[config.mk]
export PLATFORM = sky130hd
export DESIGN_NAME = obj_pixel_decode
export DESIGN_NICKNAME = d
export VERILOG_FILES = /design/src/obj_pkg.sv /design/src/obj_pixel_decode.sv
export SDC_FILE = /design/constraint.sdc
export NUM_CORES = 1
export LEC_CHECK = 0
export BUFFER_PORTS_ARGS = -buffer_cell sky130_fd_sc_hd__buf_2
export CAP_MARGIN = 10
export CORE_AREA = 3 3 40 42
export DETAILED_ROUTE_END_ITERATION = 10
export DIE_AREA = 0 0 43 45
export GPL_ROUTABILITY_DRIVEN = 0
export PLACE_DENSITY = 0.7
export SYNTH_ARGS = -nofsm -noshare
export SYNTH_HDL_FRONTEND = slang
export SYNTH_SLANG_ARGS = --single-unit
[constraint.sdc]
create_clock -name vclk -period 1.3
set_input_delay 0.195 -clock vclk [all_inputs]
set_output_delay 0.195 -clock vclk [all_outputs]
set_load 0.005 [all_outputs]
[src/obj_pkg.sv]
package obj_pkg;

    localparam int          OBJ_COUNT     = 128;
    localparam logic [14:0] OBJ_VRAM_BASE = 15'h4000; // object characters, in halfwords.

    // attr1 in the high half, attr0 in the low half.
    typedef struct packed {
        logic [1:0] size;
        logic       vflip;
        logic       hflip;
        logic [2:0] rsv_a1;
        logic [8:0] x;
        logic [1:0] shape;
        logic       colour256;
        logic       rsv_12;   // mosaic, not rendered.
        logic [1:0] mode;
        logic       disabled;
        logic       rsv_8;    // affine select, not rendered.
        logic [7:0] y;
    } oam_word0_t;

    typedef struct packed {
        logic [15:0] rsv_hi;  // affine parameter slot.
        logic [3:0]  bank;
        logic [1:0]  prio;
        logic [9:0]  name;
    } oam_word1_t;

    typedef struct packed {
        logic [8:0] x;
        logic [7:0] y;
        logic [6:0] width;
        logic [6:0] height;
        logic [9:0] name;
        logic [1:0] prio;
        logic [1:0] mode;
        logic       palette_mode;
        logic [3:0] bank;
        logic       hflip;
        logic       vflip;
        logic       enabled;
    } obj_state_t;

    // one vram halfword, 4bpp or 8bpp.
    typedef union packed {
        logic [3:0][3:0] nibbles;
        logic [1:0][7:0] bytes;
    } vram_word_u;

    typedef struct packed {
        logic [6:0] width;
        logic [6:0] height;
    } obj_dim_t;

    function automatic obj_dim_t obj_size_lookup(input logic [1:0] shape,
                                                 input logic [1:0] size);
        obj_dim_t dim;
        case ({shape, size})
            4'b00_00: dim = '{7'd8,  7'd8};
            4'b00_01: dim = '{7'd16, 7'd16};
            4'b00_10: dim = '{7'd32, 7'd32};
            4'b00_11: dim = '{7'd64, 7'd64};
            4'b01_00: dim = '{7'd16, 7'd8};  // wide.
            4'b01_01: dim = '{7'd32, 7'd8};
            4'b01_10: dim = '{7'd32, 7'd16};
            4'b01_11: dim = '{7'd64, 7'd32};
            4'b10_00: dim = '{7'd8,  7'd16}; // tall.
            4'b10_01: dim = '{7'd8,  7'd32};
            4'b10_10: dim = '{7'd16, 7'd32};
            4'b10_11: dim = '{7'd32, 7'd64};
            default:  dim = '{7'd8,  7'd8};  // shape 3 is prohibited.
        endcase
        return dim;
    endfunction

endpackage : obj_pkg

[src/obj_pixel_decode.sv]
module obj_pixel_decode
    import obj_pkg::*;
(
    input  vram_word_u  vram_data,
    input  logic [2:0]  px_low,
    input  logic        palette_mode,
    input  logic [3:0]  bank,
    output logic [7:0]  colour,
    output logic        transparent
);

    logic [3:0] nibble;
    logic [7:0] index;

    // leftmost pixel sits in the low bits.
    assign nibble = vram_data.nibbles[px_low[1:0]];

    always_comb begin
        if (palette_mode) begin
            index  = vram_data.bytes[px_low[0]];
            colour = index;
        end else begin
            index  = {4'd0, nibble};
            colour = {bank, nibble};
        end
    end

    assign transparent = (index == 8'd0); // index zero shows nothing.

endmodule : obj_pixel_decode

==> results.txt <==
----------------------------------------------------
[STA]
  Fin crit period ... between 1.5 and 2 ns
  Final hold vios ... 0
  Max-slew headroom ... 85.6%
  Max Clk Rate ... 658 MHz
  Worst Hold Margin ... just under 0.7 ns
  Setup violations, final ... 1
  Least-Margin Pin Slew ... 0.215 ns
  Final Worst Setup Slack ... -0.220 ns
  Setup repair after global routing missed its margin ... true
  Slew Viols, Final ... 0
  Fraction of the cycle the final worst path needs ... 117%

[Route]
  Total DRC errors in the routed layout ... 0
  1st-iter DRT viols ... 3
  Via/cell ratio ... approximately 4.7
  Antenna viol nets, final ... 0
  Total length of routed wires ... 1290 µm
  Via count ... 526
  Detail-routed net length per standard cell ... 11.6 µm
  First-pass DRT Iterations ... 2

[Power and ir drop]
  Leakage ... 0.367 nW
  Total power ... 248 µW
  Worst-case vdd ir drop ... 0.182 mV
  Power density cells ... 339 nW/µm²

[Global routing]
  Global-route wire length before repair ... 2130 µm
  Vias in the first global route ... 495
  Gr ovfl total ... 0
  Antenna violations before repair ... 0
  Pin count of the biggest net entering global routing ... 14
  GRT Util Overall ... between 10% and 20%

[Run status]
  Result of the run ... finished with violations
  Violations in the final reports ... setup timing

[Cells and area]
  Fraction of layout cells with a size suffix above 1 ... 62.5%
  Sequential cell area ... 0 µm²
  Area added between synthesis and finish ... 116%
  Clock Buffer Count ... 0
  Antenna diodes ... 0
  Seq_cells ... 0
  Final design area excluding fillers ... approximately 730 µm²
  Fin nets ... 122
  Fill cells ... 115

[Place]
  Detailed-placement wirelength estimate ... 1040 µm
  Buffers added on ports ... 32
  Post-Place Cell Area ... 633 µm²

[Floorplan]
  Std cell rows ... 13
  Area enclosed by the die boundary ... around 1900 µm²
  Chip Height ... 45 µm
  Effective utilization at floorplan ... 26.4%
  Horiz. Die Dim ... 43 µm
  Core Box Area ... ~1300 µm²
  I/O pin total ... 33

[Logic synthesis]
  Synthesized instance count ... 51
  Synth top area share ... 17.7%
  Yosys cell types ... 23
  Dominant cells by area after synthesis ... mux2i_1 (18%), a21oi_1 (12%), nor2_1 (6.6%), a221o_1 (5.9%), o221ai_1 (5.2%)
  Post-Syn Area ... 339 µm²
  Synthesized area per cell ... 6.65 µm²
  Count leader, synth ... a21oi_1
  Sequential fraction of the synthesis area ... 0%
  Library cell with the largest summed area after synthesis ... mux2i_1
  Most used standard cells in the synthesized netlist ... a21oi_1 (8), mux2i_1 (6), nor2_1 (6)
  Count of synthesis-stage warnings from yosys ... 0
  Number of nets produced by synthesis ... 75

[Job]
  Maximum Capacitance Violations ... 0

[Worst setup path]
  Crit path DAT ... around 1.3 ns
  Crit start category ... input pin
  Largest fanout on the critical path ... 7
  Nature of the critical path endpoint ... output port
  Required time of the worst setup path ... about 1.1 ns
  Crit path kind ... input pin to output port

[Worst hold path]
  Worst hold-check path type ... input pin to output port

----------------------------------------------------
## cell type report
cell class | instances | area (µm²) | area share (%)
well taps | 15 | 18.8 | 2.56
repair buffers | 50 | 360 | 49.2
multi-input cells | 44 | 345 | 47.2
inverters | 2 | 7.51 | 1.03
## where the power goes
part / internal, mW / total, mW / switching (mW)
clock: 0 / 0 / 0
combinational: 0.147 / 0.248 / 0.101
sequential: 0 / 0 / 0
## cells in the final DEF, fill, tap and decap left out, drive strengths merged
| master | n |
|---|---|
| nor3 | 1 |
| a21oi | 8 |
| or4b | 1 |
| nor2b | 1 |
| a22o | 1 |
| and2 | 2 |
| a221o | 2 |
| nor2 | 6 |
| mux2 | 2 |
| nand3 | 3 |
| nand2 | 2 |
| nand2b | 2 |
| o221ai | 2 |
| a31oi | 1 |
| inv | 2 |
| nor4 | 1 |
| a211oi | 2 |
| clkbuf | 1 |
| mux2i | 6 |
| o21ai | 1 |
| buf | 49 |
## path summary, 6_finish.rpt
check,startpoint,to,slack (ns),depth (start not counted)
worst max-delay path,px_low[0],transparent,-0.22,7
worst min-delay path,bank[0],colour[4],0.70,4
## critical path, cell delays in order
cell and delay, ns:
buf_12 0.12, clkbuf_16 0.15, a21oi_4 0.11, o221ai_2 0.11
a22o_1 0.25, nor4_2 0.24, buf_2 0.14
## cells by family after synthesis
kind of cell,after synthesis,synth area share [%]
multiplexers,8,25.5
buffers and inverters,7,10.7
AO/OA/AOI/OAI,17,33.2
AND/OR/NAND/NOR,19,30.6
## routing by layer
metal / vias up / GRT usage [%] / part of all wire [%]
met5: - / 0 / 0
met4: 0 / 0 / 0
met3: 0 / 1.20 / 7.4
met2: 19 / 25.7 / 48
met1: 226 / 17.4 / 45
li1: 281 / - / -
## what timing repair did
item | 4_1_cts | 5_1_grt
endpoints found under the hold margin | 0 | 0
buffers inserted | 1 | 0
setup endpoints to repair | 5 | 5
pin swaps | 6 | 4
hold buffers | 0 | 0
resized for setup | 9 | 7
gates cloned | 0 | 1
## per-stage QoR
step	instances	worst slack (ns)	setup TNS, ns	util (%)
4_1_cts	110	-0.217	-0.217	52.7
6_report	111	-0.220	-0.220	57.0
3_3_place_gp	109	-0.294	-0.472	49.3
5_1_grt	111	-0.286	-0.334	57.0
2_1_floorplan	51	-0.00216	-0.00216	-
3_5_place_dp	109	-0.337	-0.578	49.3
Power figures use the tool's default switching activity.
