**config.mk**
```make
export PLATFORM = sky130hd
export DESIGN_NAME = obj_pixel_addr
export DESIGN_NICKNAME = d
export VERILOG_FILES = /design/src/disp_pkg.sv /design/src/obj_pkg.sv /design/src/obj_pixel_addr.sv
export SDC_FILE = /design/constraint.sdc
export NUM_CORES = 1
export LEC_CHECK = 0
export BUFFER_PORTS_ARGS = -buffer_cell sky130_fd_sc_hd__clkbuf_2
export CAP_MARGIN = 20
export CORE_MARGIN = 5
export CORE_UTILIZATION = 39
export DETAILED_ROUTE_END_ITERATION = 7
export PLACE_DENSITY = 0.65
export SLEW_MARGIN = 5
export SYNTH_ARGS = -nofsm -noshare
export SYNTH_HDL_FRONTEND = slang
export SYNTH_SLANG_ARGS = --single-unit
```
**constraint.sdc**
```tcl
create_clock -name vclk -period 18.1
set_input_delay 0.905 -clock vclk [all_inputs]
set_output_delay 0.905 -clock vclk [all_outputs]
set_load 0.05 [all_outputs]
```
**src/disp_pkg.sv**
```systemverilog
package disp_pkg;

    localparam int ROW_CYCLES = 1232; // clocks per display line.
    localparam int SCREEN_W   = 240;
    localparam int SCREEN_H   = 228;  // rows per frame, blanking included.
    localparam int RESET_WAIT = 3;

    // one pixel of the object layer as seen by the compositor.
    typedef struct packed {
        logic [1:0] prio;
        logic [1:0] mode;
        logic       transparent;
        logic       palette_mode; // set for 256 colours.
        logic [7:0] colour;       // bank and nibble in 16-colour mode.
    } obj_packet_t;

    localparam obj_packet_t OBJ_PACKET_CLEAR = '{
        prio:         2'd0,
        mode:         2'd0,
        transparent:  1'b1,
        palette_mode: 1'b0,
        colour:       8'd0
    };

endpackage : disp_pkg

```
**src/obj_pkg.sv**
```systemverilog
package obj_pkg;

    localparam int          OBJ_COUNT     = 128;
    localparam logic [14:0] OBJ_VRAM_BASE = 15'h4000; // object characters, in halfwords.

    // attr1 in the high half, attr0 in the low half.
    typedef struct packed {
        logic [1:0] size;
        logic       vflip;
        logic       hflip;
        logic [2:0] rsv_a1;
        logic [8:0] x;
        logic [1:0] shape;
        logic       colour256;
        logic       rsv_12;   // mosaic, not rendered.
        logic [1:0] mode;
        logic       disabled;
        logic       rsv_8;    // affine select, not rendered.
        logic [7:0] y;
    } oam_word0_t;

    typedef struct packed {
        logic [15:0] rsv_hi;  // affine parameter slot.
        logic [3:0]  bank;
        logic [1:0]  prio;
        logic [9:0]  name;
    } oam_word1_t;

    typedef struct packed {
        logic [8:0] x;
        logic [7:0] y;
        logic [6:0] width;
        logic [6:0] height;
        logic [9:0] name;
        logic [1:0] prio;
        logic [1:0] mode;
        logic       palette_mode;
        logic [3:0] bank;
        logic       hflip;
        logic       vflip;
        logic       enabled;
    } obj_state_t;

    // one vram halfword, 4bpp or 8bpp.
    typedef union packed {
        logic [3:0][3:0] nibbles;
        logic [1:0][7:0] bytes;
    } vram_word_u;

    typedef struct packed {
        logic [6:0] width;
        logic [6:0] height;
    } obj_dim_t;

    function automatic obj_dim_t obj_size_lookup(input logic [1:0] shape,
                                                 input logic [1:0] size);
        obj_dim_t dim;
        case ({shape, size})
            4'b00_00: dim = '{7'd8,  7'd8};
            4'b00_01: dim = '{7'd16, 7'd16};
            4'b00_10: dim = '{7'd32, 7'd32};
            4'b00_11: dim = '{7'd64, 7'd64};
            4'b01_00: dim = '{7'd16, 7'd8};  // wide.
            4'b01_01: dim = '{7'd32, 7'd8};
            4'b01_10: dim = '{7'd32, 7'd16};
            4'b01_11: dim = '{7'd64, 7'd32};
            4'b10_00: dim = '{7'd8,  7'd16}; // tall.
            4'b10_01: dim = '{7'd8,  7'd32};
            4'b10_10: dim = '{7'd16, 7'd32};
            4'b10_11: dim = '{7'd32, 7'd64};
            default:  dim = '{7'd8,  7'd8};  // shape 3 is prohibited.
        endcase
        return dim;
    endfunction

endpackage : obj_pkg

```
**src/obj_pixel_addr.sv**
```systemverilog
module obj_pixel_addr
    import obj_pkg::*;
    import disp_pkg::*;
(
    input  obj_state_t  obj,
    input  logic [7:0]  render_row,
    input  logic [6:0]  col_offset,
    output logic [14:0] vram_addr,
    output logic [8:0]  col,
    output logic [2:0]  px_low,
    output logic        row_hit,
    output logic        in_screen
);

    logic [7:0]  dy;
    logic [6:0]  px_full, py_full;
    logic [5:0]  px, py;
    logic [3:0]  tiles_per_row;
    logic [6:0]  tile_idx;
    logic [10:0] tile_units;
    logic [14:0] tile_base;
    logic [14:0] in_tile;

    assign dy      = render_row - obj.y; // wraps at 256.
    assign row_hit = {1'b0, dy} < {2'b00, obj.height};

    assign px_full = obj.hflip ? obj.width - 7'd1 - col_offset : col_offset;
    assign py_full = obj.vflip ? obj.height - 7'd1 - dy[6:0] : dy[6:0];
    assign px      = px_full[5:0];
    assign py      = py_full[5:0];
    assign px_low  = px[2:0];

    // 1D mapping keeps the tiles of one object in order.
    assign tiles_per_row = obj.width[6:3];
    assign tile_idx      = {4'd0, py[5:3]} * {3'd0, tiles_per_row} + {4'd0, px[5:3]};

    always_comb begin
        if (obj.palette_mode) begin
            tile_units = {1'b0, obj.name} + {3'd0, tile_idx, 1'b0}; // 64 bytes a tile.
            in_tile    = {10'd0, py[2:0], 2'b00} + {13'd0, px[2:1]};
        end else begin
            tile_units = {1'b0, obj.name} + {4'd0, tile_idx};
            in_tile    = {11'd0, py[2:0], 1'b0} + {14'd0, px[2]};
        end
    end

    assign tile_base = {tile_units, 4'b0000}; // 16 halfwords per 32 bytes.
    assign vram_addr = OBJ_VRAM_BASE + tile_base + in_tile;

    assign col       = obj.x + {2'b00, col_offset}; // wraps at 512.
    assign in_screen = col < 9'(SCREEN_W);

endmodule : obj_pixel_addr

```
==> results of run 1 <==
## worst max-delay path by stage
| stage | startpoint | end | slack [ns] |
|---|---|---|---|
| floorplan | render_row[0] | vram_addr[13] | 10.04 |
| global placement | render_row[0] | vram_addr[13] | 9.57 |
| detailed placement | render_row[0] | vram_addr[13] | 9.51 |
| CTS | render_row[0] | vram_addr[13] | 9.50 |
| global route | render_row[0] | vram_addr[13] | 8.95 |
| finish | render_row[0] | vram_addr[13] | 9.55 |
## power by group
group	total [mW]	leakage, nW	internal (mW)	switching (mW)
Sequential	0	0	0	0
Combinational	0.540	1.75	0.202	0.337
Clock	0	0	0	0
## synth_stat cells, drive strengths merged (3+ instances only)
library cell  number
inv               49
o21bai             5
mux2i              3
xnor2             27
or3                7
nand2b             6
o21ai             32
nand3              6
and2              12
clkbuf             3
ha                59
xor2              12
a21o               7
nor3               6
a211oi             7
nand2             30
a21oi             31
fa                10
nor2b              7
nor2              19
or2                4
## final cells by class
type	instances	area, µm²
fillers	711	3540
multi-input cells	316	2510
well taps	96	120
repair buffers	88	440
inverters	49	184
## placed cells by master, fill, tap and decap left out, types with 5 or more instances in the layout
cell type  Yosys  routed
clkbuf_2       0      88
ha_1          59      59
inv_1         49      49
o21ai_0       31      31
a21oi_1       31      31
nand2_1       30      30
xnor2_1       27      27
nor2_1        19      19
and2_1        12      12
xor2_1        12      12
fa_1          10      10
a21o_1         7       7
nor2b_1        6       6
nand2b_1       6       6
a211oi_1       6       6
nand3_1        6       6
nor3_1         6       6
o21bai_1       5       5
or3_1          5       5
## kinds of logic after synthesis
kind of cell / share of synthesized area, %
buf+inv: 7.59
fa+ha+maj: 34.5
mux: 1.93
compound gates: 24.0
xor+xnor: 12.6
simple gates: 19.4
## worst max-delay path, delay by kind of cell
| family | cells | cell delay (ns) |
|---|---|---|
| xor gates and xnor gates | 4 | 0.84 |
| and+or+nand+nor | 3 | 0.68 |
| muxes | 1 | 0.10 |
| AOI/OAI and AO/OA | 10 | 1.95 |
| adders and majority gates | 7 | 2.53 |
| buffers and inverters | 6 | 0.62 |
## routing by layer
| metal | global-route usage [%] | share of wire (%) | vias up |
|---|---|---|---|
| li1 | - | - | 1452 |
| met2 | 26.9 | 51 | 45 |
| met3 | 1.21 | 3.9 | 0 |
| met4 | 0 | 0 | 0 |
| met5 | 0 | 0 | - |
| met1 | 17.5 | 45 | 1217 |
==> results by group, run 1 <==
Routing
  • Iteration-0 DRC Markers: 59
  • Antenna-violating nets left: 0
  • First-pass DRT Iterations: 4
  • Average wire per standard cell: 11.3 µm
  • WL final: 6210 µm
  • DR DRC count: 0
  • Vias: 2,714
  • Vias/cell: 4.94

Clock tree
  • PostCTS Resize Cnt: 0
  • CTS Hold Bufs: 0
  • Post-CTS Setup Inserts: 0

Critical path
  • Critical Path RT: 17.19 ns
  • Slowest CP cell: fa_1
  • WP data arrival: 7.64 ns
  • CP max FO: 6
  • Worst setup SP type: input pin
  • Worst Setup End Kind: output pin
  • CP max stage delay: 0.55 ns
  • WS Path Type: input pin to output pin

Min path
  • Worst hold path depth: 3
  • Hold-critical path endpoint: col[7]
  • Worst hold start: obj[51]
  • Hold/Removal Path Class: input pin to output pin

STA
  • Highest Clock Rate: 0.117 GHz
  • Period utilization: 47.2%
  • Slew @ Worst Pin: 0.578 ns
  • TNS Setup: 0 ns
  • Final Max Slew Viols: 0
  • Unrepaired setup endpoints after global routing: false
  • Worst slew margin: 61.2%
  • Final setup violation count: 0
  • Final hold vios: 0
  • Min Hold Slack: 2.22 ns
  • Post-route setup slack: 9.55 ns
  • Final min period: 8.55 ns

Layout
  • CLK BUF: 0
  • Core Util, Final: 48.0%
  • FF+latch area: 0 µm²
  • Area Growth Syn to Fin: 19.8%
  • Final Non-Filler Cells: 549
  • Antenna Cells: 0
  • Number of nets in the layout: 592
  • Sequential cells: 0
  • Finished Cell Area: 3260 µm²
  • Layout cells sized above 1: 23.2%

Placement
  • Placed Area: 3260 µm²
  • RePlAce Congestion: 0.817
  • Post-DP HPWL: 5660 µm
  • Port Buffers: 88
  • DP Cell Count: 549
  • Pre-CTS setup slack: 9.51 ns

Global route
  • First-pass GRT wire length: 10,700 µm
  • GRT Residual Overflow: 0
  • Largest net degree at the start of global routing: 25
  • Initial antenna violation count: 0
  • GR Util All Layers: 13.9%
  • Vias in the first global route: 2,634

Die
  • Initial core utilization: 40.0%
  • Core Box Area: 6790 µm²
  • Die ar.: 8750 µm²
  • Num rows: 30
  • Die Span X: 93.5 µm
  • # IOs: 97
  • Die height: 93.5 µm

Logic synthesis
  • Top cells by area, synth: ha_1, xnor2_1, fa_1
  • Syn Area/Cell: 7.37 µm²
  • Synth warn: 0
  • Netlist Area Pre-Place: 2720 µm²
  • Share of the yosys chip area belonging to registers: 0%
  • Area leader, netlist: ha_1
  • Distinct cells, synth: 49
  • Synth Instances: 369
  • Synth top area share: 27.1%
  • Post-synth net total: 506

Job
  • Max-cap viol count: 0

Status
  • Status: complete, no violations

Power
  • Pwr Total: 540 µW
  • Lkg Pwr: 1.75 nW
  • VDD IR max: 0.114 mV
  • Pwr/cell area: 166 nW/µm²
Note: power is estimated with default switching activity, not from simulation.
==> run 2: changes to the inputs <==
--- a/config.mk
+++ b/config.mk
@@ -10,7 +10,7 @@
 export CORE_MARGIN = 5
 export CORE_UTILIZATION = 39
 export DETAILED_ROUTE_END_ITERATION = 7
-export PLACE_DENSITY = 0.65
+export PLACE_DENSITY = 0.68
 export SLEW_MARGIN = 5
 export SYNTH_ARGS = -nofsm -noshare
 export SYNTH_HDL_FRONTEND = slang
==> constraint.sdc (replaced) <==
create_clock -name vclk -period 7.6
set_input_delay 0.38 -clock vclk [all_inputs]
set_output_delay 0.38 -clock vclk [all_outputs]
set_load 0.05 [all_outputs]
==> run 2 against run 1 <==
Combinational power is 140% higher. Largest power group unchanged. Critical path depth stayed put. Critical endpoint unchanged. Critical path type unchanged. First-iteration DRC count is 17% lower.
==> results by group, run 2 (synthesis results as in run 1) <==
Global route
  • GRT Residual Overflow: 0 (unchanged)
  • GR Util All Layers: 13.4% (was 13.9%)
  • First-pass GRT wire length: 10,400 µm (was 10,700 µm)
  • Vias in the first global route: 2,525 (was 2,634)
  • Largest net degree at the start of global routing: 25 (unchanged)
  • Initial antenna violation count: 0 (unchanged)

Layout
  • CLK BUF: 0 (unchanged)
  • Multi-input logic area: 2550 µm² (was 2510 µm²)
  • Number of nets in the layout: 594 (was 592)
  • Most frequent cells in the layout: clkbuf_2, ha_1, inv_1 (unchanged)
  • # fillers: 676 (was 711)
  • Layout cells sized above 1: 24.8% (was 23.2%)
  • FF+latch area: 0 µm² (unchanged)
  • Sequential cells: 0 (unchanged)
  • Finished Cell Area: 3310 µm² (was 3260 µm²)
  • Area Growth Syn to Fin: 21.8% (was 19.8%)
  • Antenna Cells: 0 (unchanged)
  • Commonest non-fill, non-tap cell in the layout: clkbuf_2 (unchanged)

Job
  • Max-cap viol count: 0 (unchanged)

STA
  • Min Hold Slack: 1.17 ns (was 2.22 ns)
  • Final hold vios: 0 (unchanged)
  • Final min period: 7.14 ns
  • TNS Setup: 0 ns (unchanged)
  • Final setup violation count: 0 (unchanged)
  • Period utilization: 94.0%
  • Final Max Slew Viols: 0 (unchanged)
  • Slew @ Worst Pin: 0.448 ns (was 0.578 ns)
  • Worst slew margin: 69.8% (was 61.2%)
  • Highest Clock Rate: 0.140 GHz

Min path
  • Hold/Removal Path Class: input pin to output pin (unchanged)
  • Worst hold start: obj[51] (unchanged)
  • Hold-critical path endpoint: col[7] (unchanged)
  • Worst hold path depth: 3 (unchanged)

Critical path
  • Worst setup SP type: input pin (unchanged)
  • Slowest CP cell: fa_2 (was fa_1)
  • CP max FO: 6 (unchanged)
  • WS Path Type: input pin to output pin (unchanged)
  • WP data arrival: 6.76 ns (was 7.64 ns)
  • Critical Path RT: 7.22 ns (was 17.19 ns)
  • Worst Setup End Kind: output pin (unchanged)
  • CP max stage delay: 0.58 ns (was 0.55 ns)
  • CP dominant cell by count: ha_1

Placement
  • Port Buffers: 88 (unchanged)
  • Placed Area: 3270 µm² (was 3260 µm²)
  • Post-DP HPWL: 5540 µm (was 5660 µm)
  • RePlAce Congestion: 0.838 (was 0.817)

Routing
  • Vias/cell: 4.93 (was 4.94)
  • WL final: 6150 µm (was 6210 µm)
  • Average wire per standard cell: 11.2 µm (was 11.3 µm)
  • Antenna-violating nets left: 0 (unchanged)
  • First-pass DRT Iterations: 4 (unchanged)
  • DR DRC count: 0 (unchanged)
  • Vias: 2,719 (was 2,714)
  • Iteration-0 DRC Markers: 49 (was 59)

Die
  • # IOs: 97 (unchanged)
  • Die ar.: 8750 µm² (unchanged)
  • Die height: 93.5 µm (unchanged)
  • Core Box Area: 6790 µm² (unchanged)
  • Die Span X: 93.5 µm (unchanged)
  • Initial core utilization: 40.0% (unchanged)
  • Num rows: 30 (unchanged)

Status
  • Status: complete, no violations (unchanged)

Clock tree
  • CTS Hold Bufs: 0 (unchanged)

Power
  • Lkg Pwr: 1.77 nW (was 1.75 nW)
  • Pwr/cell area: 393 nW/µm² (was 166 nW/µm²)
  • VDD IR max: 0.272 mV (was 0.114 mV)
run 2: cell type report:
type	count	area share, %
inverter	49	5.55
multi-input combinational	316	76.9
tap	96	3.63
timing repair buffer	90	13.9
run 2: worst max path at each step:
stage | startpoint | to | slack [ns]
floorplan | render_row[0] | vram_addr[13] | 0.59
global placement | render_row[0] | vram_addr[13] | 0.36
detailed placement | render_row[0] | vram_addr[13] | 0.30
CTS | render_row[0] | vram_addr[13] | 0.29
global route | obj[37] | vram_addr[14] | -0.01
finish | render_row[0] | vram_addr[13] | 0.46
run 2: what timing repair did:
item,CTS,global route
buffers inserted,0,1
resized for setup,0,13
endpoints found under the setup margin,0,5
run 2: where the power goes:
part           switching [mW]  internal, mW  total (mW)
Sequential                  0             0           0
Combinational           0.808         0.494        1.30
Clock                       0             0           0
run 2: metrics by stage:
stage / util (%) / cells / worst slack (ns) / total power, mW
floorplan: - / 369 / 0.587 / 1.06
global placement: 48.1 / 550 / 0.364 / 1.27
detailed placement: 48.1 / 550 / 0.298 / 1.29
CTS: 48.1 / 550 / 0.292 / 1.29
global route: 48.8 / 551 / -0.0130 / 1.44
finish: 48.8 / 551 / 0.458 / 1.30
run 2: layer usage:
| layer | routed length [µm] | part of all wire (%) | GRT usage, % |
|---|---|---|---|
| met1 | 2860 | 46 | 18.3 |
| met2 | 3000 | 49 | 24.3 |
| met3 | 287 | 4.7 | 0.885 |
| met4 | 0 | 0 | 0.488 |
| met5 | 0 | 0 | 0 |
run 2: critical path: cells and delay by family:
family                     cells  cell delay [ns]
AOI/OAI and AO/OA             12             2.37
xor gates and xnor gates       2             0.32
adders and majority gates      7             2.65
buffers and inverters          6             0.67
muxes                          1             0.09
and+or+nand+nor                3             0.26
