$ cat config.mk
export PLATFORM = sky130hd
export DESIGN_NAME = obj_attr_fetch
export DESIGN_NICKNAME = d
export VERILOG_FILES = /design/src/obj_pkg.sv /design/src/obj_attr_fetch.sv
export SDC_FILE = /design/constraint.sdc
export NUM_CORES = 1
export LEC_CHECK = 0
export BUFFER_PORTS_ARGS = -buffer_cell sky130_fd_sc_hd__buf_2
export CELL_PAD_IN_SITES_DETAIL_PLACEMENT = 1
export CELL_PAD_IN_SITES_GLOBAL_PLACEMENT = 2
export CORE_MARGIN = 4
export CORE_UTILIZATION = 34
export CTS_CLUSTER_DIAMETER = 120
export DETAILED_ROUTE_END_ITERATION = 12
export PLACE_DENSITY_LB_ADDON = 0.1
export SLEW_MARGIN = 20
export SYNTH_ARGS = -nofsm -noshare
export SYNTH_HDL_FRONTEND = slang
export SYNTH_SLANG_ARGS = --single-unit
$ cat constraint.sdc
create_clock -name clock -period 6.7 [get_ports clock]
set_input_delay 1.34 -clock clock [delete_from_list [all_inputs] [get_ports clock]]
set_output_delay 1.34 -clock clock [all_outputs]
set_load 0.05 [all_outputs]
$ cat src/obj_pkg.sv
package obj_pkg;

    localparam int          OBJ_COUNT     = 128;
    localparam logic [14:0] OBJ_VRAM_BASE = 15'h4000; // object characters, in halfwords.

    // attr1 in the high half, attr0 in the low half.
    typedef struct packed {
        logic [1:0] size;
        logic       vflip;
        logic       hflip;
        logic [2:0] rsv_a1;
        logic [8:0] x;
        logic [1:0] shape;
        logic       colour256;
        logic       rsv_12;   // mosaic, not rendered.
        logic [1:0] mode;
        logic       disabled;
        logic       rsv_8;    // affine select, not rendered.
        logic [7:0] y;
    } oam_word0_t;

    typedef struct packed {
        logic [15:0] rsv_hi;  // affine parameter slot.
        logic [3:0]  bank;
        logic [1:0]  prio;
        logic [9:0]  name;
    } oam_word1_t;

    typedef struct packed {
        logic [8:0] x;
        logic [7:0] y;
        logic [6:0] width;
        logic [6:0] height;
        logic [9:0] name;
        logic [1:0] prio;
        logic [1:0] mode;
        logic       palette_mode;
        logic [3:0] bank;
        logic       hflip;
        logic       vflip;
        logic       enabled;
    } obj_state_t;

    // one vram halfword, 4bpp or 8bpp.
    typedef union packed {
        logic [3:0][3:0] nibbles;
        logic [1:0][7:0] bytes;
    } vram_word_u;

    typedef struct packed {
        logic [6:0] width;
        logic [6:0] height;
    } obj_dim_t;

    function automatic obj_dim_t obj_size_lookup(input logic [1:0] shape,
                                                 input logic [1:0] size);
        obj_dim_t dim;
        case ({shape, size})
            4'b00_00: dim = '{7'd8,  7'd8};
            4'b00_01: dim = '{7'd16, 7'd16};
            4'b00_10: dim = '{7'd32, 7'd32};
            4'b00_11: dim = '{7'd64, 7'd64};
            4'b01_00: dim = '{7'd16, 7'd8};  // wide.
            4'b01_01: dim = '{7'd32, 7'd8};
            4'b01_10: dim = '{7'd32, 7'd16};
            4'b01_11: dim = '{7'd64, 7'd32};
            4'b10_00: dim = '{7'd8,  7'd16}; // tall.
            4'b10_01: dim = '{7'd8,  7'd32};
            4'b10_10: dim = '{7'd16, 7'd32};
            4'b10_11: dim = '{7'd32, 7'd64};
            default:  dim = '{7'd8,  7'd8};  // shape 3 is prohibited.
        endcase
        return dim;
    endfunction

endpackage : obj_pkg

$ cat src/obj_attr_fetch.sv
module obj_attr_fetch
    import obj_pkg::*;
(
    input  logic        clock,
    input  logic        reset,
    input  logic        restart,
    input  logic        next_obj,
    input  logic [31:0] oam_data,
    output logic [7:0]  oam_addr,
    output obj_state_t  obj,
    output logic        attr_valid,
    output logic        scan_done
);

    typedef enum logic [2:0] {F_IDLE, F_A0, F_A1, F_CAP, F_HOLD} fetch_phase_t;

    fetch_phase_t phase;
    logic [6:0]   idx;
    oam_word0_t   w0_q;
    oam_word1_t   w1_q;
    obj_dim_t     dim;

    // hold already points at word 0 of the next object.
    always_comb begin
        case (phase)
            F_A1, F_CAP: oam_addr = {idx, 1'b1};
            F_HOLD:      oam_addr = {idx + 7'd1, 1'b0};
            default:     oam_addr = {idx, 1'b0};
        endcase
    end

    always_ff @(posedge clock, posedge reset) begin
        if (reset) begin
            phase      <= F_IDLE;
            idx        <= '0;
            attr_valid <= 1'b0;
            scan_done  <= 1'b0;
        end else begin
            attr_valid <= 1'b0;
            if (restart) begin
                phase     <= F_A0;
                idx       <= '0;
                scan_done <= 1'b0;
            end else begin
                case (phase)
                    F_A0:  phase <= F_A1;
                    F_A1:  phase <= F_CAP;
                    F_CAP: begin
                        phase      <= F_HOLD;
                        attr_valid <= 1'b1;
                    end
                    F_HOLD: begin
                        if (next_obj) begin
                            idx <= idx + 7'd1;
                            if (idx == 7'(OBJ_COUNT - 1)) begin
                                phase     <= F_IDLE; // last object done.
                                scan_done <= 1'b1;
                            end else begin
                                phase <= F_A1;
                            end
                        end
                    end
                    default: ;
                endcase
            end
        end
    end

    always_ff @(posedge clock) begin
        if (phase == F_A1) w0_q <= oam_data;
        if (phase == F_CAP) w1_q <= oam_data;
    end

    always_comb begin
        dim              = obj_size_lookup(w0_q.shape, w0_q.size);
        obj.x            = w0_q.x;
        obj.y            = w0_q.y;
        obj.width        = dim.width;
        obj.height       = dim.height;
        obj.name         = w1_q.name;
        obj.prio         = w1_q.prio;
        obj.mode         = w0_q.mode;
        obj.palette_mode = w0_q.colour256;
        obj.bank         = w1_q.bank;
        obj.hflip        = w0_q.hflip;
        obj.vflip        = w0_q.vflip;
        obj.enabled      = ~w0_q.disabled;
    end

endmodule : obj_attr_fetch

==> results.py, run 1 <==
metrics = {
    "final_layout": {
        "drive_gt1_share_pct": 42.0,
        "n_antenna_cell": 0,
        "area_delta_synth_final_pct": 22.1,
        "n_fill_cell": 781,
        "register_area_um2": 1750,
        "num-nets-final": 299,
        "multiInputGateArea_um2": 636,
    },
    "routing": {
        "totalWireLength_um": 5220,
        "drt-met1-wl_um": 2390,
        "dr.pass1.iters": 4,
        "drt-initial-drc-count": 39,
        "drc_errors": 0,
        "vias_per_cell": 4.41,
        "top_layer_used": "met4",
        "drtAntennaViolNets": 0,
        "avgRoutedWirePerCell_um": 14.5,
        "wl_met3_um": 377,
        "wl_met2_um": 2390,
        "vias": 1593,
    },
    "pwr": {
        "powerDensity_nw_per_um2": 311,
        "combPwrFrac_pct": 18.4,
        "switchingPower_w": 0.000294,
        "p_total_w": 0.000994,
        "switching_share_pct": 29.5,
        "pwr-share-clk_pct": 35.3,
        "p_leak_nw": 1.38,
        "p_int_w": 0.000701,
        "vdd_drop_max_mv": 0.132,
        "seqPwrFrac_pct": 46.3,
    },
    "yosys": {
        "synth_ff_type": "edfxtp_1",
        "yosys.area.top_type": "edfxtp_1",
        "yosysSeqAreaShare_pct": 66.9,
        "yosys_warnings": 0,
        "synthArstFlopShare_pct": 19.0,
        "syn_inst": 184,
        "avgSynthCellArea_um2": 14.2,
        "synthTopCellsByArea": "edfxtp_1, dfrtp_1, buf_4",
        "ys_top_cells_by_count": "edfxtp_1, buf_4, dfrtp_1",
        "ys_seq_elements": 63,
        "synth.most_common_cell": "edfxtp_1",
        "netlist_area_um2": 2620,
        "synth_cell_type_count": 36,
        "synth.top_cell.area_share_pct": 49.3,
        "synth_edf_count": 43,
    },
    "critical_path": {
        "critPathCapture": "oam_addr[6]",
        "worstPathRequired_ps": 5360,
        "cp_max_fo": 9,
        "crit_start": "phase[2]",
        "r2r_setup_slack_ps": 3900,
        "path_class": "flop to output pin",
        "endpoint_kind": "output pin",
        "crit_slowest_cell": "dfrtp_1",
        "path_cells": "nor3b_2, nand4_1, nor2_1, xor2_1, buf_2",
        "r2r-end": "dim[12]",
        "r2r_start": "phase[0]",
        "critPathArrivalTime_ps": 2200,
        "reg2reg_depth": 7,
        "crit_path_start_kind": "flop",
        "cpPeakStageDelay_ps": 540,
    },
    "floorplan": {
        "die-area_um2": 9170,
        "core_area_um2": 7370,
        "die_y_um": 95.8,
        "rows": 31,
        "ios": 99,
        "start_util_pct": 35.6,
        "die_x_um": 95.8,
    },
    "status": {
        "outcome": "finished, final reports clean",
    },
    "timing": {
        "maxSlewViolCount": 0,
        "worst_pin_slew_ps": 816,
        "finalSetupViolations": 0,
        "slew_headroom_pct": 45.6,
        "finalCritPeriodShare_pct": 52.8,
        "setup_tns_ps": 0,
        "max_freq_mhz": 283,
        "fin_worst_skew_ps": 6.27,
        "hold_viol": 0,
        "grt_setup_unrepaired": "no",
        "min_period_ps": 3540,
    },
    "cts": {
        "clockBufferDepth": 2,
        "hold_buffers": 0,
        "path_clk_slew_ps": 70,
        "clockRootBuffer": "clkbuf_8",
        "cts-htree-levels": 3,
        "clock-sinks": 63,
        "post_cts_buffers": 0,
        "cts.repair.resized": 0,
        "clk_latency_ps": 320,
        "cts_buffers": 9,
        "cts_tree": "built",
    },
    "grt": {
        "first_global_vias": 1492,
        "grt_max_degree": 22,
        "antenna_found_initial": 0,
        "track_usage_pct": 11.4,
        "grt_pass1_wl_um": 7620,
        "overflow": 0,
    },
    "place": {
        "gp_congestion": 0.716,
        "hpwl_um": 3780,
        "port_buffers": 89,
    },
    "hold_path": {
        "hp-class": "flop to flop",
        "whs_path_depth": 2,
    },
    "flow_run": {
        "cap_violations": 0,
    },
}
layer usage:
layer / track usage, % / vias up
met3: 4.93 / 6
met5: 0 / -
met2: 15.7 / 64
met1: 15.2 / 760
li1: - / 763
met4: 5.57 / 0
worst max-delay path, delay by kind of cell, from the launching register on:
family,cells,cell delay (ps)
buf+inv,1,270
simple gates,3,900
flops,1,540
xor+xnor,1,150
cell usage in the layout (no fill, tap or decap), drive strengths merged, types with 2 or more instances in the layout:
cell type,count
mux2,2
clkinv,3
and2,4
inv,6
nand3,4
dfrtp,12
a21oi,6
edfxtp,43
o21ai,2
nor3,2
xor2,5
o22ai,2
ha,6
nand2,6
conb,6
clkbuf,10
nor2b,2
nor2,10
dfxtp,8
nand4,3
mux2i,8
buf,90
xnor2,6
bufinv,2
nor3b,2
state kept, by name, summed over array words and instances, names as in the netlist:
signal      flops
attr_valid      1
dim             8
idx             7
obj            38
phase           3
scan_done       1
w0_q            5
worst min-delay path by stage:
stage	startpoint	endpoint	slack, ps
global route	scan_done	scan_done	540
floorplan	idx[1]	idx[1]	550
detailed placement	scan_done	scan_done	500
finish	scan_done	scan_done	510
CTS	scan_done	scan_done	510
global placement	scan_done	scan_done	480
cells by family after synthesis:
group                      Yosys count  share of synthesized area, %
AOI/OAI and AO/OA                   15                          3.73
xor gates and xnor gates            11                          3.68
muxes                               10                          4.39
buffers and inverters               39                          9.84
and+or+nand+nor                     39                          8.50
DFF                                 63                          66.9
other                                1                         0.143
adders and majority gates            6                          2.87
through the flow:
step	cell area (um2)	hold slack, ps	worst slack, ps	utilization (%)	instances
2_1_floorplan	2640	550	3470	-	189
3_3_place_gp	2990	479	3530	40.5	345
3_5_place_dp	2990	495	3480	40.5	345
4_1_cts	3200	511	3100	43.4	361
5_1_grt	3200	544	2930	43.4	361
6_report	3200	509	3160	43.4	361
power groups by stage:
stage	Clock [W]	Combinational [W]	Sequential (W)
floorplan	0	0.000102	0.000517
global placement	0	0.000185	0.000469
detailed placement	0	0.000186	0.000469
CTS	0.000362	0.000186	0.000461
global route	0.000385	0.000194	0.000463
finish	0.000351	0.000183	0.000461
layout make-up:
class	count	area share, %
sequential	63	54.8
multi-input combinational	87	19.9
tap	99	3.87
inverter	6	0.704
clock inverter	6	2.66
timing repair buffer	90	14.2
clock buffer	10	3.99
Power figures use the tool's default switching activity.
==> run 2: changes to the inputs <==
--- a/config.mk
+++ b/config.mk
@@ -9,7 +9,7 @@
 export CELL_PAD_IN_SITES_DETAIL_PLACEMENT = 1
 export CELL_PAD_IN_SITES_GLOBAL_PLACEMENT = 2
 export CORE_MARGIN = 4
-export CORE_UTILIZATION = 34
+export CORE_UTILIZATION = 28
 export CTS_CLUSTER_DIAMETER = 120
 export DETAILED_ROUTE_END_ITERATION = 12
 export PLACE_DENSITY_LB_ADDON = 0.1
==> constraint.sdc (replaced) <==
create_clock -name clock -period 3.25 [get_ports clock]
set_input_delay 0.65 -clock clock [delete_from_list [all_inputs] [get_ports clock]]
set_output_delay 0.65 -clock clock [all_outputs]
set_load 0.05 [all_outputs]
==> run 2 against run 1 <==
Net effect: sequential share of layout area shrank 1.0 points; global-route usage decreased by 0.94 points; core utilization fell by 7.8 points; highest routed layer unchanged.
==> results.py, run 2 (synthesis gave the netlist of run 1 again) <==
metrics = {
    "status": {
        "outcome": "finished, final reports clean",
    },
    "final_layout": {
        "area_delta_synth_final_pct": 24.5,
        "largest_reg_flops": 38,
        "layoutNonFillerInstCount": 375,
        "fin_area_um2": 3260,
        "n_fill_cell": 1004,
        "num-nets-final": 301,
        "n_antenna_cell": 0,
        "final_cell_mix": "buf_2, edfxtp_1, dfrtp_1",
        "drive_gt1_share_pct": 43.2,
        "mostFrequentLayoutCell": "buf_2",
    },
    "floorplan": {
        "start_util_pct": 28.6,
        "die-area_um2": 11000,
        "die_y_um": 105,
        "core_area_um2": 9150,
        "die_x_um": 105,
        "rows": 35,
        "ios": 99,
    },
    "place": {
        "pre_cts_slack_ps": 931,
        "placed_area_um2": 3020,
        "gp_congestion": 0.668,
        "port_buffers": 89,
        "place_inst": 359,
        "hpwl_um": 4100,
    },
    "timing": {
        "worst_pin_slew_ps": 861,
        "max_freq_mhz": 377,
        "setup_tns_ps": 0,
        "finalSetupViolations": 0,
        "grt_setup_unrepaired": "no",
        "finalCritPeriodShare_pct": 81.5,
        "fin_worst_skew_ps": 10.7,
        "min_period_ps": 2650,
        "hold_ws_ps": 325,
        "hold_viol": 0,
        "maxSlewViolCount": 0,
        "setup_slack_ps": 600,
        "slew_headroom_pct": 42.6,
    },
    "critical_path": {
        "critPathArrivalTime_ps": 2000,
        "crit_path_start_kind": "flop",
        "endpoint_kind": "output pin",
        "r2r-end": "dim[12]",
        "r2r_start": "phase[2]",
        "path_cells": "nor3b_2, buf_4, nand4_1, nor2_1, xor2_1, buf_2",
        "worstPathRequired_ps": 2600,
        "crit_slowest_cell": "dfrtp_1",
        "reg2reg_depth": 6,
        "path_delay_family": "flip-flops",
        "cp_max_fo": 9,
        "cpPeakStageDelay_ps": 550,
        "crit_buf_inv": 2,
        "path_class": "flop to output pin",
        "r2r_setup_slack_ps": 970,
    },
    "cts": {
        "clockBufferDepth": 2,
        "clock-sinks": 63,
        "post_cts_buffers": 0,
        "cts_buffers": 9,
        "cts.repair.resized": 0,
        "hold_buffers": 0,
        "path_clk_slew_ps": 70,
        "cts_tree": "built",
        "cts-htree-levels": 3,
        "clockRootBuffer": "clkbuf_8",
        "clk_latency_ps": 340,
    },
    "routing": {
        "totalWireLength_um": 5640,
        "drtAntennaViolNets": 0,
        "vias": 1631,
        "avgRoutedWirePerCell_um": 15.0,
        "dr.pass1.iters": 4,
        "drc_errors": 0,
        "vias_per_cell": 4.35,
        "drt-initial-drc-count": 30,
    },
    "grt": {
        "track_usage_pct": 10.5,
        "antenna_found_initial": 0,
        "first_global_vias": 1666,
        "grt_pass1_wl_um": 8740,
        "overflow": 0,
        "grt_max_degree": 19,
    },
    "hold_path": {
        "hp-class": "input pin to async pin",
    },
    "pwr": {
        "p_leak_nw": 1.40,
        "powerDensity_nw_per_um2": 662,
        "vdd_drop_max_mv": 0.248,
    },
    "flow_run": {
        "cap_violations": 0,
    },
}
[run 2: worst max path at each step]
stage | to | cells past startpoint | start
final | oam_addr[6] | 6 | phase[2]
after global routing | oam_addr[6] | 6 | phase[2]
after CTS | oam_addr[6] | 6 | phase[2]
after detailed placement | dim[12] | 6 | phase[0]
after global placement | dim[12] | 6 | phase[0]
after floorplan | oam_addr[6] | 5 | phase[0]
[run 2: area by class of cell]
| type | instances | area, um2 | area share [%] |
|---|---|---|---|
| Sequential cell | 63 | 1750 | 53.7 |
| Inverter | 6 | 22.5 | 0.691 |
| Tap cell | 111 | 139 | 4.26 |
| Clock inverter | 7 | 120 | 3.68 |
| Timing Repair Buffer | 92 | 468 | 14.4 |
| Clock buffer | 9 | 124 | 3.80 |
| Multi-Input combinational cell | 87 | 636 | 19.5 |
[run 2: report_power, final]
group	internal [W]	leakage (nW)	switching [W]
Combinational	0.0000905	0.659	0.000292
Sequential	0.000926	0.624	0.0000248
Clock	0.000512	0.120	0.000313
[run 2: per-layer routing]
| layer | routed length (um) | up-vias | GRT usage (%) |
|---|---|---|---|
| met3 | 433 | 10 | 4.57 |
| met5 | 0 | - | 0 |
| met2 | 2670 | 60 | 15.6 |
| met1 | 2440 | 794 | 13.0 |
| li1 | - | 767 | - |
| met4 | 95 | 0 | 5.06 |
[run 2: per-stage QoR]
step	total power (W)	util (%)
finish	0.00216	35.6
global placement	0.00136	33.0
CTS	0.00220	35.6
detailed placement	0.00136	33.0
global route	0.00226	35.6
floorplan	0.00128	-
==> run 3: changes to the inputs <==
--- a/config.mk
+++ b/config.mk
@@ -5,11 +5,12 @@
 export SDC_FILE = /design/constraint.sdc
 export NUM_CORES = 1
 export LEC_CHECK = 0
+export ABC_AREA = 1
 export BUFFER_PORTS_ARGS = -buffer_cell sky130_fd_sc_hd__buf_2
 export CELL_PAD_IN_SITES_DETAIL_PLACEMENT = 1
 export CELL_PAD_IN_SITES_GLOBAL_PLACEMENT = 2
 export CORE_MARGIN = 4
-export CORE_UTILIZATION = 28
+export CORE_UTILIZATION = 30
 export CTS_CLUSTER_DIAMETER = 120
 export DETAILED_ROUTE_END_ITERATION = 12
 export PLACE_DENSITY_LB_ADDON = 0.1
==> constraint.sdc (replaced) <==
create_clock -name clock -period 2.6 [get_ports clock]
set_input_delay 0.52 -clock clock [delete_from_list [all_inputs] [get_ports clock]]
set_output_delay 0.52 -clock clock [all_outputs]
set_load 0.05 [all_outputs]
==> run 3 against run 2 <==
Net effect: non-clock buffer count decreased by 2; die area fell by 1.7%; clock power grew 14%; final area is 3.2% higher; sequential cell count did not move; synthesized area increased by 5.2%.
==> results.py, run 3 <==
metrics = {
    "status": {
        "outcome": "finished, final reports clean",
    },
    "place": {
        "pre_cts_slack_ps": 522,
        "hpwl_um": 4430,
        "place_inst": 408,
        "port_buffers": 89,
        "gp_congestion": 0.704,
    },
    "timing": {
        "setup_tns_ps": 0,
        "hold_viol": 0,
        "slew_headroom_pct": 56.6,
        "maxSlewViolCount": 0,
        "fin_worst_skew_ps": 16.8,
        "hold_ws_ps": 204,
        "min_period_ps": 2400,
        "max_freq_mhz": 417,
        "finalSetupViolations": 0,
        "finalCritPeriodShare_pct": 92.1,
        "grt_setup_unrepaired": "no",
        "setup_slack_ps": 204,
        "worst_pin_slew_ps": 651,
    },
    "final_layout": {
        "layoutNonFillerInstCount": 424,
        "n_antenna_cell": 0,
        "area_delta_synth_final_pct": 22.1,
        "num-nets-final": 353,
        "mostFrequentLayoutCell": "buf_2",
        "largest_reg_flops": 38,
        "n_fill_cell": 1005,
        "drive_gt1_share_pct": 40.8,
        "final_cell_mix": "buf_2, nand2_1, edfxtp_1",
    },
    "flow_run": {
        "cap_violations": 0,
    },
    "floorplan": {
        "start_util_pct": 31.2,
        "ios": 99,
        "core_area_um2": 8850,
        "die_y_um": 104,
        "die_x_um": 104,
        "rows": 34,
        "die-area_um2": 10800,
    },
    "grt": {
        "overflow": 0,
        "antenna_found_initial": 0,
        "first_global_vias": 1930,
        "track_usage_pct": 11.5,
        "grt_max_degree": 29,
        "grt_pass1_wl_um": 9720,
    },
    "yosys": {
        "ys_top_cells_by_count": "nand2_1, edfxtp_1, buf_4",
        "syn_inst": 234,
        "yosys_warnings": 0,
        "synth_cell_type_count": 28,
        "synth_edf_count": 43,
        "ys_seq_elements": 63,
        "synth_ff_type": "edfxtp_1",
        "netlist_area_um2": 2760,
        "synthArstFlopShare_pct": 19.0,
        "yosysSeqAreaShare_pct": 63.5,
        "yosys.area.top_type": "edfxtp_1",
        "synthTopCellsByArea": "edfxtp_1, dfrtp_1, buf_4",
        "synth.most_common_cell": "nand2_1",
        "synth.top_cell.area_share_pct": 46.8,
        "avgSynthCellArea_um2": 11.8,
    },
    "hold_path": {
        "hp-class": "input pin to async pin",
    },
    "critical_path": {
        "reg2reg_depth": 4,
        "crit_path_start_kind": "flop",
        "cp_max_fo": 10,
        "critPathArrivalTime_ps": 1880,
        "worstPathRequired_ps": 2080,
        "r2r_setup_slack_ps": 780,
        "path_class": "flop to output pin",
        "r2r-end": "obj[14]",
        "r2r_start": "phase[1]",
        "endpoint_kind": "output pin",
    },
    "cts": {
        "clockRootBuffer": "clkbuf_8",
        "cts_tree": "built",
        "clock-sinks": 63,
        "cts_buffers": 9,
        "clockBufferDepth": 2,
        "path_clk_slew_ps": 80,
        "hold_buffers": 0,
        "clk_latency_ps": 340,
        "cts-htree-levels": 3,
        "post_cts_buffers": 0,
    },
    "pwr": {
        "switchingPower_w": 0.00149,
        "pwr-share-clk_pct": 26.3,
        "switching_share_pct": 41.5,
        "vdd_drop_max_mv": 0.365,
        "combPwrFrac_pct": 35.2,
        "p_leak_nw": 1.52,
        "p_total_w": 0.00358,
        "seqPwrFrac_pct": 38.5,
        "powerDensity_nw_per_um2": 1060,
        "p_int_w": 0.00209,
    },
    "routing": {
        "drc_errors": 0,
        "totalWireLength_um": 6030,
        "vias": 1866,
        "avgRoutedWirePerCell_um": 14.2,
        "drtAntennaViolNets": 0,
        "vias_per_cell": 4.40,
        "dr.pass1.iters": 4,
        "drt-initial-drc-count": 26,
    },
}
## run 3: power by group through the flow
stage / clock, W / sequential [W] / combinational (W)
after floorplan: 0 / 0.00174 / 0.000705
after global placement: 0 / 0.00139 / 0.00128
after detailed placement: 0 / 0.00140 / 0.00129
after CTS: 0.000976 / 0.00138 / 0.00129
after global routing: 0.00103 / 0.00140 / 0.00135
final: 0.000940 / 0.00138 / 0.00126
## run 3: worst max path at each step
stage               slack [ps]  cells after the start  startpoint     endpoint
global route                60                      6      idx[0]  oam_addr[7]
global placement           530                      4    phase[1]  oam_addr[5]
CTS                        140                      4    phase[1]  oam_addr[5]
finish                     200                      4    phase[1]  oam_addr[5]
detailed placement         520                      4    phase[1]  oam_addr[5]
floorplan                   50                      4    phase[1]  oam_addr[4]
## run 3: critical path: stages, from the launching register on
cell	delay, ps
dfrtp_1	510
nor3_4	410
inv_2	160
o21ai_0	180
buf_2	280
## run 3: final cells by class
| class | instances | area [um2] | area share (%) |
|---|---|---|---|
| Multi-Input combinational cell | 123 | 713 | 21.2 |
| Clock inverter | 7 | 96.3 | 2.86 |
| Timing Repair Buffer | 90 | 453 | 13.5 |
| Tap cell | 108 | 135 | 4.01 |
| Inverter | 24 | 92.6 | 2.75 |
| Sequential cell | 63 | 1750 | 52.0 |
| Clock buffer | 9 | 124 | 3.68 |
## run 3: cells by family after synthesis
family | count (synthesis) | synth area share, %
and+or+nand+nor | 88 | 17.3
DFF | 63 | 63.5
buffers and inverters | 53 | 11.3
AOI/OAI and AO/OA | 19 | 3.77
adders and majority gates | 6 | 2.72
xor gates and xnor gates | 4 | 1.27
other | 1 | 0.136
## run 3: through the flow
stage | cell area (um2) | util, %
global placement | 3150 | 35.5
floorplan | 2780 | -
CTS | 3370 | 38.0
finish | 3370 | 38.0
global route | 3370 | 38.0
detailed placement | 3150 | 35.5
## run 3: layer usage
metal / share of wire (%) / track usage (%) / vias to the layer above
met5: 0 / 0 / -
met4: 1.0 / 4.84 / 0
met3: 7.1 / 3.79 / 4
met2: 47 / 18.2 / 69
met1: 45 / 14.3 / 888
li1: - / - / 905
## run 3: repair_timing
item,in CTS,in global routing
endpoints found under the setup margin,0,1
resized for setup,0,1
endpoints found under the hold margin,0,0
